**config.mk**
```make
export PLATFORM = sky130hd
export DESIGN_NAME = stream_demux
export DESIGN_NICKNAME = d
export VERILOG_FILES = /design/src/logic/demux_pkg.sv /design/src/logic/beat_buffer.sv /design/src/logic/segment_sequencer.sv /design/src/logic/status_regs.sv /design/src/logic/stream_demux.sv /design/src/logic/transfer_counters.sv
export SDC_FILE = /design/constraint.sdc
export NUM_CORES = 1
export LEC_CHECK = 0
export ABC_AREA = 1
export BUFFER_PORTS_ARGS = -buffer_cell sky130_fd_sc_hd__buf_2
export CORE_ASPECT_RATIO = 0.9
export CORE_MARGIN = 1
export CORE_UTILIZATION = 46
export CTS_BUF_LIST = sky130_fd_sc_hd__clkbuf_16
export CTS_CLUSTER_DIAMETER = 150
export DETAILED_ROUTE_END_ITERATION = 10
export HOLD_SLACK_MARGIN = 0.08
export PLACE_DENSITY_LB_ADDON = 0.05
export SYNTH_ARGS = -nofsm -noshare
export SYNTH_HDL_FRONTEND = slang
export SYNTH_HIERARCHICAL = 1
export SYNTH_SLANG_ARGS = --single-unit
```
**constraint.sdc**
```tcl
create_clock -name clk -period 3.2 [get_ports clk]
set_input_delay 0 -clock clk [delete_from_list [all_inputs] [get_ports clk]]
set_output_delay 0 -clock clk [all_outputs]
set_load 0.005 [all_outputs]
```
**src/logic/demux_pkg.sv**
```systemverilog
/*
 * stream demux package
 * widths, beat counts, state and register encodings, status and counter structs
 */
package demux_pkg;

    //////////////////////////////////////////////////
    // stream geometry
    //////////////////////////////////////////////////

    // one input beat
    localparam int STREAM_W = 128;
    // 2-bit nucleotide encoding
    localparam int BASE_W = 2;
    // bases packed in one beat
    localparam int BASES_PER_TX = STREAM_W / BASE_W;
    // shift from base count to beat count
    localparam int LOG_BASES_PER_TX = $clog2(BASES_PER_TX);

    // header length fields, in bases
    localparam int S1_LEN_W = 7;
    localparam int S2_LEN_W = 9;
    // wider of the two, also sizes the beats-left counter
    localparam int LEN_W = (S1_LEN_W > S2_LEN_W) ? S1_LEN_W : S2_LEN_W;

    //////////////////////////////////////////////////
    // register port
    //////////////////////////////////////////////////

    localparam int CNT_W = 32;
    localparam int REG_W = 32;
    localparam int ADDR_W = 32;

    // 0x0101 would read as version 1.1
    localparam logic [REG_W-1:0] VERSION = 32'h0001;

    typedef enum logic [ADDR_W-1:0] {
        REG_VERSION  = 32'h00,
        REG_IN_COUNT = 32'h10,
        REG_S1_COUNT = 32'h20,
        REG_STATUS   = 32'h30,
        REG_S2_COUNT = 32'h40
    } reg_addr_e;

    // 3 bits to fit the status word field
    typedef enum logic [2:0] {
        INFO_1 = 3'd0,
        DATA_1 = 3'd1,
        INFO_2 = 3'd2,
        DATA_2 = 3'd3
    } demux_state_e;

    //////////////////////////////////////////////////
    // bundles
    //////////////////////////////////////////////////

    typedef struct packed {
        logic [CNT_W-1:0] in_count;
        logic [CNT_W-1:0] s1_count;
        logic [CNT_W-1:0] s2_count;
    } xfer_counts_t;

    // 32-bit status word, msb first
    typedef struct packed {
        logic [1:0]   spare_hi;
        logic         load_info;
        logic         to_stream2;
        logic         spare_mid;
        demux_state_e state;
        logic [1:0]   spare_lo;
        logic         in_valid;
        logic         in_ready;
        logic         s1_valid;
        logic         s1_ready;
        logic         s2_valid;
        logic         s2_ready;
        logic [15:0]  beats_left;
    } status_word_t;

endpackage

```
**src/logic/beat_buffer.sv**
```systemverilog
/*
 * beat buffer
 * one-beat output register shared by both output streams
 */
module beat_buffer (
    input  logic                            clk,
    input  logic                            rst,
    input  logic                            accept,
    input  logic                            to_stream2,
    input  logic [demux_pkg::STREAM_W-1:0]  in_data,
    input  logic                            s1_ready,
    input  logic                            s2_ready,
    output logic                            s1_valid,
    output logic                            s2_valid,
    output logic [demux_pkg::STREAM_W-1:0]  s1_data,
    output logic [demux_pkg::STREAM_W-1:0]  s2_data,
    output logic                            buf_free
);
    import demux_pkg::*;

    logic [STREAM_W-1:0] beat_q;
    logic                held;
    logic                leaving;

    assign held = s1_valid || s2_valid;
    assign leaving = (s1_valid && s1_ready) || (s2_valid && s2_ready);

    // empty, or the held beat goes out on this edge
    assign buf_free = !held || leaving;

    //////////////////////////////////////////////////
    // payload
    //////////////////////////////////////////////////

    always_ff @(posedge clk) begin
        if (accept) begin
            beat_q <= in_data;
        end
    end

    // both outputs see the same register, valid picks the owner
    assign s1_data = beat_q;
    assign s2_data = beat_q;

    //////////////////////////////////////////////////
    // output valids
    //////////////////////////////////////////////////

    always_ff @(posedge clk) begin
        if (rst) begin
            s1_valid <= 1'b0;
            s2_valid <= 1'b0;
        end else if (accept) begin
            // new beat replaces the one leaving now
            s1_valid <= !to_stream2;
            s2_valid <= to_stream2;
        end else if (leaving) begin
            s1_valid <= 1'b0;
            s2_valid <= 1'b0;
        end
    end

    // blocked beat is never overwritten by a new one
    assert property (@(posedge clk) disable iff (rst) (held && !leaving) |-> !accept);

endmodule

```
**src/logic/segment_sequencer.sv**
```systemverilog
/*
 * segment sequencer
 * reads each header length, counts beats left and gates input acceptance
 */
module segment_sequencer (
    input  logic                            clk,
    input  logic                            rst,
    input  logic                            in_valid,
    input  logic [demux_pkg::LEN_W-1:0]     in_len_field,
    input  logic                            buf_free,
    output logic                            in_ready,
    output logic                            accept,
    output logic                            to_stream2,
    output demux_pkg::status_word_t         status
);
    import demux_pkg::*;

    demux_state_e       state;
    demux_state_e       next_state;
    logic               load_info;
    logic               in_data_state;
    logic [LEN_W-1:0]   beats_left;
    logic [LEN_W-1:0]   len_mask;
    logic [LEN_W-1:0]   len_masked;
    logic [LEN_W:0]     len_round;
    logic [LEN_W-1:0]   seg_beats;

    //////////////////////////////////////////////////
    // header decode
    //////////////////////////////////////////////////

    // each stream has its own length field width
    assign len_mask = to_stream2 ? LEN_W'((1 << S2_LEN_W) - 1) : LEN_W'((1 << S1_LEN_W) - 1);
    assign len_masked = in_len_field & len_mask;

    // round up to whole beats, one extra bit so the add cannot wrap
    assign len_round = {1'b0, len_masked} + (LEN_W + 1)'(BASES_PER_TX - 1);
    // header beat plus data beats
    assign seg_beats = LEN_W'(len_round >> LOG_BASES_PER_TX) + 1'b1;

    //////////////////////////////////////////////////
    // control
    //////////////////////////////////////////////////

    assign load_info = (state == INFO_1) || (state == INFO_2);
    assign in_data_state = (state == DATA_1) || (state == DATA_2);
    assign to_stream2 = (state == INFO_2) || (state == DATA_2);

    // header is only peeked in INFO, it gets taken in DATA
    assign in_ready = in_data_state && buf_free;
    assign accept = in_valid && in_ready;

    always_comb begin
        next_state = state;
        case (state)
            INFO_1: if (in_valid) next_state = DATA_1;
            DATA_1: if (accept && beats_left == LEN_W'(1)) next_state = INFO_2;
            INFO_2: if (in_valid) next_state = DATA_2;
            DATA_2: if (accept && beats_left == LEN_W'(1)) next_state = INFO_1;
            default: next_state = INFO_1;
        endcase
    end

    always_ff @(posedge clk) begin
        if (rst) begin
            state <= INFO_1;
            beats_left <= '0;
        end else begin
            state <= next_state;
            // load once a header shows up, count down per accepted beat
            if (load_info && in_valid) begin
                beats_left <= seg_beats;
            end else if (accept) begin
                beats_left <= beats_left - 1'b1;
            end
        end
    end

    // handshake bits are merged in by the register block
    always_comb begin
        status = '0;
        status.load_info = load_info;
        status.to_stream2 = to_stream2;
        status.state = state;
        status.beats_left = 16'(beats_left);
    end

    //////////////////////////////////////////////////
    // checks
    //////////////////////////////////////////////////

    // peeked header stays on the input until DATA takes it
    assert property (@(posedge clk) disable iff (rst)
        (in_valid && !in_ready) |=> (in_valid && $stable(in_len_field)));

    // every segment is entered with at least its header beat pending
    assert property (@(posedge clk) disable iff (rst) in_data_state |-> beats_left != '0);

endmodule

```
**src/logic/status_regs.sv**
```systemverilog
/*
 * status registers
 * builds the status word and answers read-only register accesses
 */
module status_regs (
    input  logic                            clk,
    input  logic                            rst,
    input  logic                            reg_rd,
    input  logic [demux_pkg::ADDR_W-1:0]    reg_addr,
    input  demux_pkg::xfer_counts_t         counts,
    input  demux_pkg::status_word_t         seq_status,
    input  logic                            in_valid,
    input  logic                            in_ready,
    input  logic                            s1_valid,
    input  logic                            s1_ready,
    input  logic                            s2_valid,
    input  logic                            s2_ready,
    output logic [demux_pkg::REG_W-1:0]     reg_rdata
);
    import demux_pkg::*;

    status_word_t status_next;
    status_word_t status_q;

    //////////////////////////////////////////////////
    // status word
    //////////////////////////////////////////////////

    // sequencer fields plus the live handshakes
    always_comb begin
        status_next = seq_status;
        status_next.in_valid = in_valid;
        status_next.in_ready = in_ready;
        status_next.s1_valid = s1_valid;
        status_next.s1_ready = s1_ready;
        status_next.s2_valid = s2_valid;
        status_next.s2_ready = s2_ready;
    end

    // snapshot every cycle, so a read sees the previous cycle
    always_ff @(posedge clk) begin
        status_q <= status_next;
    end

    //////////////////////////////////////////////////
    // read port
    //////////////////////////////////////////////////

    // data one cycle after the strobe, zero when idle
    always_ff @(posedge clk) begin
        if (rst) begin
            reg_rdata <= '0;
        end else if (reg_rd) begin
            case (reg_addr)
                REG_VERSION:  reg_rdata <= VERSION;
                REG_IN_COUNT: reg_rdata <= counts.in_count;
                REG_S1_COUNT: reg_rdata <= counts.s1_count;
                REG_STATUS:   reg_rdata <= status_q;
                REG_S2_COUNT: reg_rdata <= counts.s2_count;
                // unmapped offsets read as zero
                default:      reg_rdata <= '0;
            endcase
        end else begin
            reg_rdata <= '0;
        end
    end

endmodule

```
**src/logic/stream_demux.sv**
```systemverilog
/*
 * stream demux top
 * splits alternating header-led segments onto two output streams
 */
module stream_demux (
    input  logic                            clk,
    input  logic                            rst,

    // input stream
    input  logic                            in_valid,
    output logic                            in_ready,
    input  logic [demux_pkg::STREAM_W-1:0]  in_data,

    // output stream 1
    output logic                            s1_valid,
    input  logic                            s1_ready,
    output logic [demux_pkg::STREAM_W-1:0]  s1_data,

    // output stream 2
    output logic                            s2_valid,
    input  logic                            s2_ready,
    output logic [demux_pkg::STREAM_W-1:0]  s2_data,

    // read-only register port
    input  logic                            reg_rd,
    input  logic [demux_pkg::ADDR_W-1:0]    reg_addr,
    output logic [demux_pkg::REG_W-1:0]     reg_rdata
);
    import demux_pkg::*;

    logic         accept;
    logic         to_stream2;
    logic         buf_free;
    status_word_t seq_status;
    xfer_counts_t counts;

    //////////////////////////////////////////////////
    // datapath
    //////////////////////////////////////////////////

    // length sits in the low bits of the header beat
    segment_sequencer u_sequencer (
        .clk(clk), .rst(rst),
        .in_valid(in_valid), .in_len_field(in_data[LEN_W-1:0]), .buf_free(buf_free),
        .in_ready(in_ready), .accept(accept), .to_stream2(to_stream2),
        .status(seq_status)
    );

    beat_buffer u_buffer (
        .clk(clk), .rst(rst),
        .accept(accept), .to_stream2(to_stream2), .in_data(in_data),
        .s1_ready(s1_ready), .s2_ready(s2_ready),
        .s1_valid(s1_valid), .s2_valid(s2_valid),
        .s1_data(s1_data), .s2_data(s2_data),
        .buf_free(buf_free)
    );

    //////////////////////////////////////////////////
    // debug and register access
    //////////////////////////////////////////////////

    transfer_counters u_counters (
        .clk(clk), .rst(rst), .accept(accept),
        .s1_valid(s1_valid), .s1_ready(s1_ready),
        .s2_valid(s2_valid), .s2_ready(s2_ready),
        .counts(counts)
    );

    status_regs u_regs (
        .clk(clk), .rst(rst),
        .reg_rd(reg_rd), .reg_addr(reg_addr),
        .counts(counts), .seq_status(seq_status),
        .in_valid(in_valid), .in_ready(in_ready),
        .s1_valid(s1_valid), .s1_ready(s1_ready),
        .s2_valid(s2_valid), .s2_ready(s2_ready),
        .reg_rdata(reg_rdata)
    );

endmodule

```
**src/logic/transfer_counters.sv**
```systemverilog
/*
 * transfer counters
 * beats accepted on the input and delivered on each output
 */
module transfer_counters (
    input  logic                        clk,
    input  logic                        rst,
    input  logic                        accept,
    input  logic                        s1_valid,
    input  logic                        s1_ready,
    input  logic                        s2_valid,
    input  logic                        s2_ready,
    output demux_pkg::xfer_counts_t     counts
);

    logic s1_xfer;
    logic s2_xfer;

    assign s1_xfer = s1_valid && s1_ready;
    assign s2_xfer = s2_valid && s2_ready;

    // free running, wrap at 2^32
    always_ff @(posedge clk) begin
        if (rst) begin
            counts <= '0;
        end else begin
            if (accept) begin
                counts.in_count <= counts.in_count + 1'b1;
            end
            if (s1_xfer) begin
                counts.s1_count <= counts.s1_count + 1'b1;
            end
            if (s2_xfer) begin
                counts.s2_count <= counts.s2_count + 1'b1;
            end
        end
    end

    // nothing is dropped or duplicated, the buffer holds at most one beat
    // difference taken mod 2^32 so wrap is harmless
    assert property (@(posedge clk) disable iff (rst)
        (counts.in_count - counts.s1_count - counts.s2_count) <= 32'd1);

endmodule

```
==> metrics.csv <==
stage,metric,value,unit
setup_path,CP startpoint kind,register,
cells_and_area,Layout Nets,2240,
setup_path,WP buf/inv,2,
floorplan,Row Count,59,
route,drt total wl,47.96,mm
global_routing,global-route wire length before repair,69.52,mm
clocking,"CTS clk-pin slew, worst paths",0.06,ns
clocking,Root Buffer,clkbuf_16,
floorplan,core area,29160,sq um
setup_path,WP data arrival,2.48,ns
sta,Final Critical Period,2.289,ns
clocking,TritonCTS clock tree,done,
setup_path,crit end category,register,
cells_and_area,Layout Utilization,60.98,%
global_routing,vias in the first global route,11300,
clocking,PostCTS Resize Cnt,0,
sta,fin crit share,71.55,%
sta,Hold WS,0.1312,ns
global_routing,total gr overflow,0,
place,Routability Congestion,0.9565,
setup_path,Max Fanout on Critical Path,58,
route,DR WL/cell,19.31,um
clocking,CTS Sinks,301,
route,Vias,12060,
power,PD cells,517.9,nW/um^2
route,drt pass-1 iters,5,
floorplan,initial core utilization,47.12,%
clocking,clk_lat worst skew,0.57,ns
power,P_leak,7.626,nW
floorplan,Die X-Extent,184.2,um
route,Detailed Route Iter0 Violations,927,
sta,worst slew pin tran,0.7372,ns
yosys,yosys warns,6,
sta,RSZ-0062 raised after global routing,false,
power,Total Power,0.009209,W
sta,final hold violation count,0,
run,Max-Cap Viols,0,
cells_and_area,Syn-to-layout area delta,29.42,%
route,# DRC,0,
cells_and_area,"commonest cells after routing, fill and taps aside","buf_2 (456), nand2_1 (314), nor2_1 (270)",
min_path,hold crit path type,input pin to register,
power,Peak supply drop,384.1,uV
place,# port buffers,456,
place,Post-DP HPWL,36.93,mm
cells_and_area,"commonest non-fill, non-tap cell in the layout",buf_2,
floorplan,Die Area,30560,sq um
floorplan,Top Ports,457,
sta,Fmax,436.8,MHz
global_routing,antenna violations before repair,2,
clocking,Max Root-Sink Buffers,3,
route,Routed Antenna Nets,0,
global_routing,largest net degree at the start of global routing,59,
sta,Final Max Slew Viols,0,
sta,Post-Route Setup TNS,0,ns
setup_path,CP max stage cell,buf_4,
setup_path,max incr delay on CP,0.64,ns
cells_and_area,layout cells sized above 1,28.37,%
route,drt via density,4.855,
setup_path,register-to-register setup slack,0.91,ns
clocking,CTS H-tree depth,1,
place,pre-CTS WS,0.9584,ns
sta,endpoints failing setup,0,
clocking,Num CTS Buffers,31,
setup_path,"CP delay by family, top",buffers and inverters,
sta,Fin Clk Skew,0.01185,ns
yosys,Cells after Synth,1590,
setup_path,critical path class,register to register,
setup_path,required time worst endpoint,3.39,ns
yosys,syn_area_per_cell,8.641,sq um
sta,worst setup margin,0.9105,ns
yosys,Post-Syn Area,13740,sq um
outcome,run status,"complete, no violations",
sta,Slew headroom,50.85,%
global_routing,overall routing resource usage,30.84,%
setup_path,critical-path cell list,nand2_1 -> o211ai_1 -> nand3_4 -> inv_6 -> buf_4,
floorplan,Die Span Y,166.0,um
-- area by class of cell --
type	instances	area [sq um]
clock buffers	31	775.7
flip-flops and latches	301	7307
clock inverters	25	257.7
fillers	2637	11380
well taps	396	495.5
multi-input cells	977	4671
diodes	1	2.502
repair buffers	599	3689
inverters	154	584.3
-- repair_timing --
item | CTS | global route
setup buffers | 0 | 0
hold buffers | 133 | 0
endpoints found under the setup margin | 0 | 0
endpoints found under the hold margin | 161 | 0
-- worst paths after layout --
path,startpoint,end,cells after the start
hold reg to reg,u_sequencer/beats_left[1],u_regs/status_q[1],0
hold / removal,s2_ready,u_regs/status_q[16],2
setup reg to reg,u_buffer/s1_valid,u_buffer/s1_data[72],5
setup / recovery,u_buffer/s1_valid,u_buffer/s1_data[72],5
-- metrics by stage --
step | instances | cell area (sq um)
final | 2484 | 17780
after global routing | 2483 | 17780
after CTS | 2483 | 17780
after detailed placement | 2294 | 15410
after global placement | 2294 | 15410
after floorplan | 1602 | 13790
-- registers in the layout, summed over array words and instances (netlist names) --
register	count
u_buffer/s1_valid	1
u_regs/status_q	32
u_buffer/s1_data	128
u_sequencer/beats_left	9
u_counters/counts	96
u_regs/reg_rdata	32
u_sequencer/state	2
u_buffer/s2_valid	1
-- worst register-to-register path: stages (launching register included) --
cell	delay (ns)
dfxtp_1	0.45
nand2_1	0.15
o211ai_1	0.20
nand3_4	0.20
inv_6	0.23
buf_4	0.65
-- per-layer routing --
metal	share of wire [%]	vias to the layer above	track usage, %
li1	-	5910	-
met1	44	5636	42.15
met2	46	434	49.62
met3	6.3	81	3.860
met4	4.3	0	12.21
met5	0	-	0
-- report_power, final --
| group | switching [W] | internal, W |
|---|---|---|
| Sequential | 0.000154 | 0.00427 |
| Combinational | 0.000593 | 0.000451 |
| Clock | 0.00151 | 0.00222 |
| Total | 0.00226 | 0.00695 |
Power figures use the tool's default switching activity.
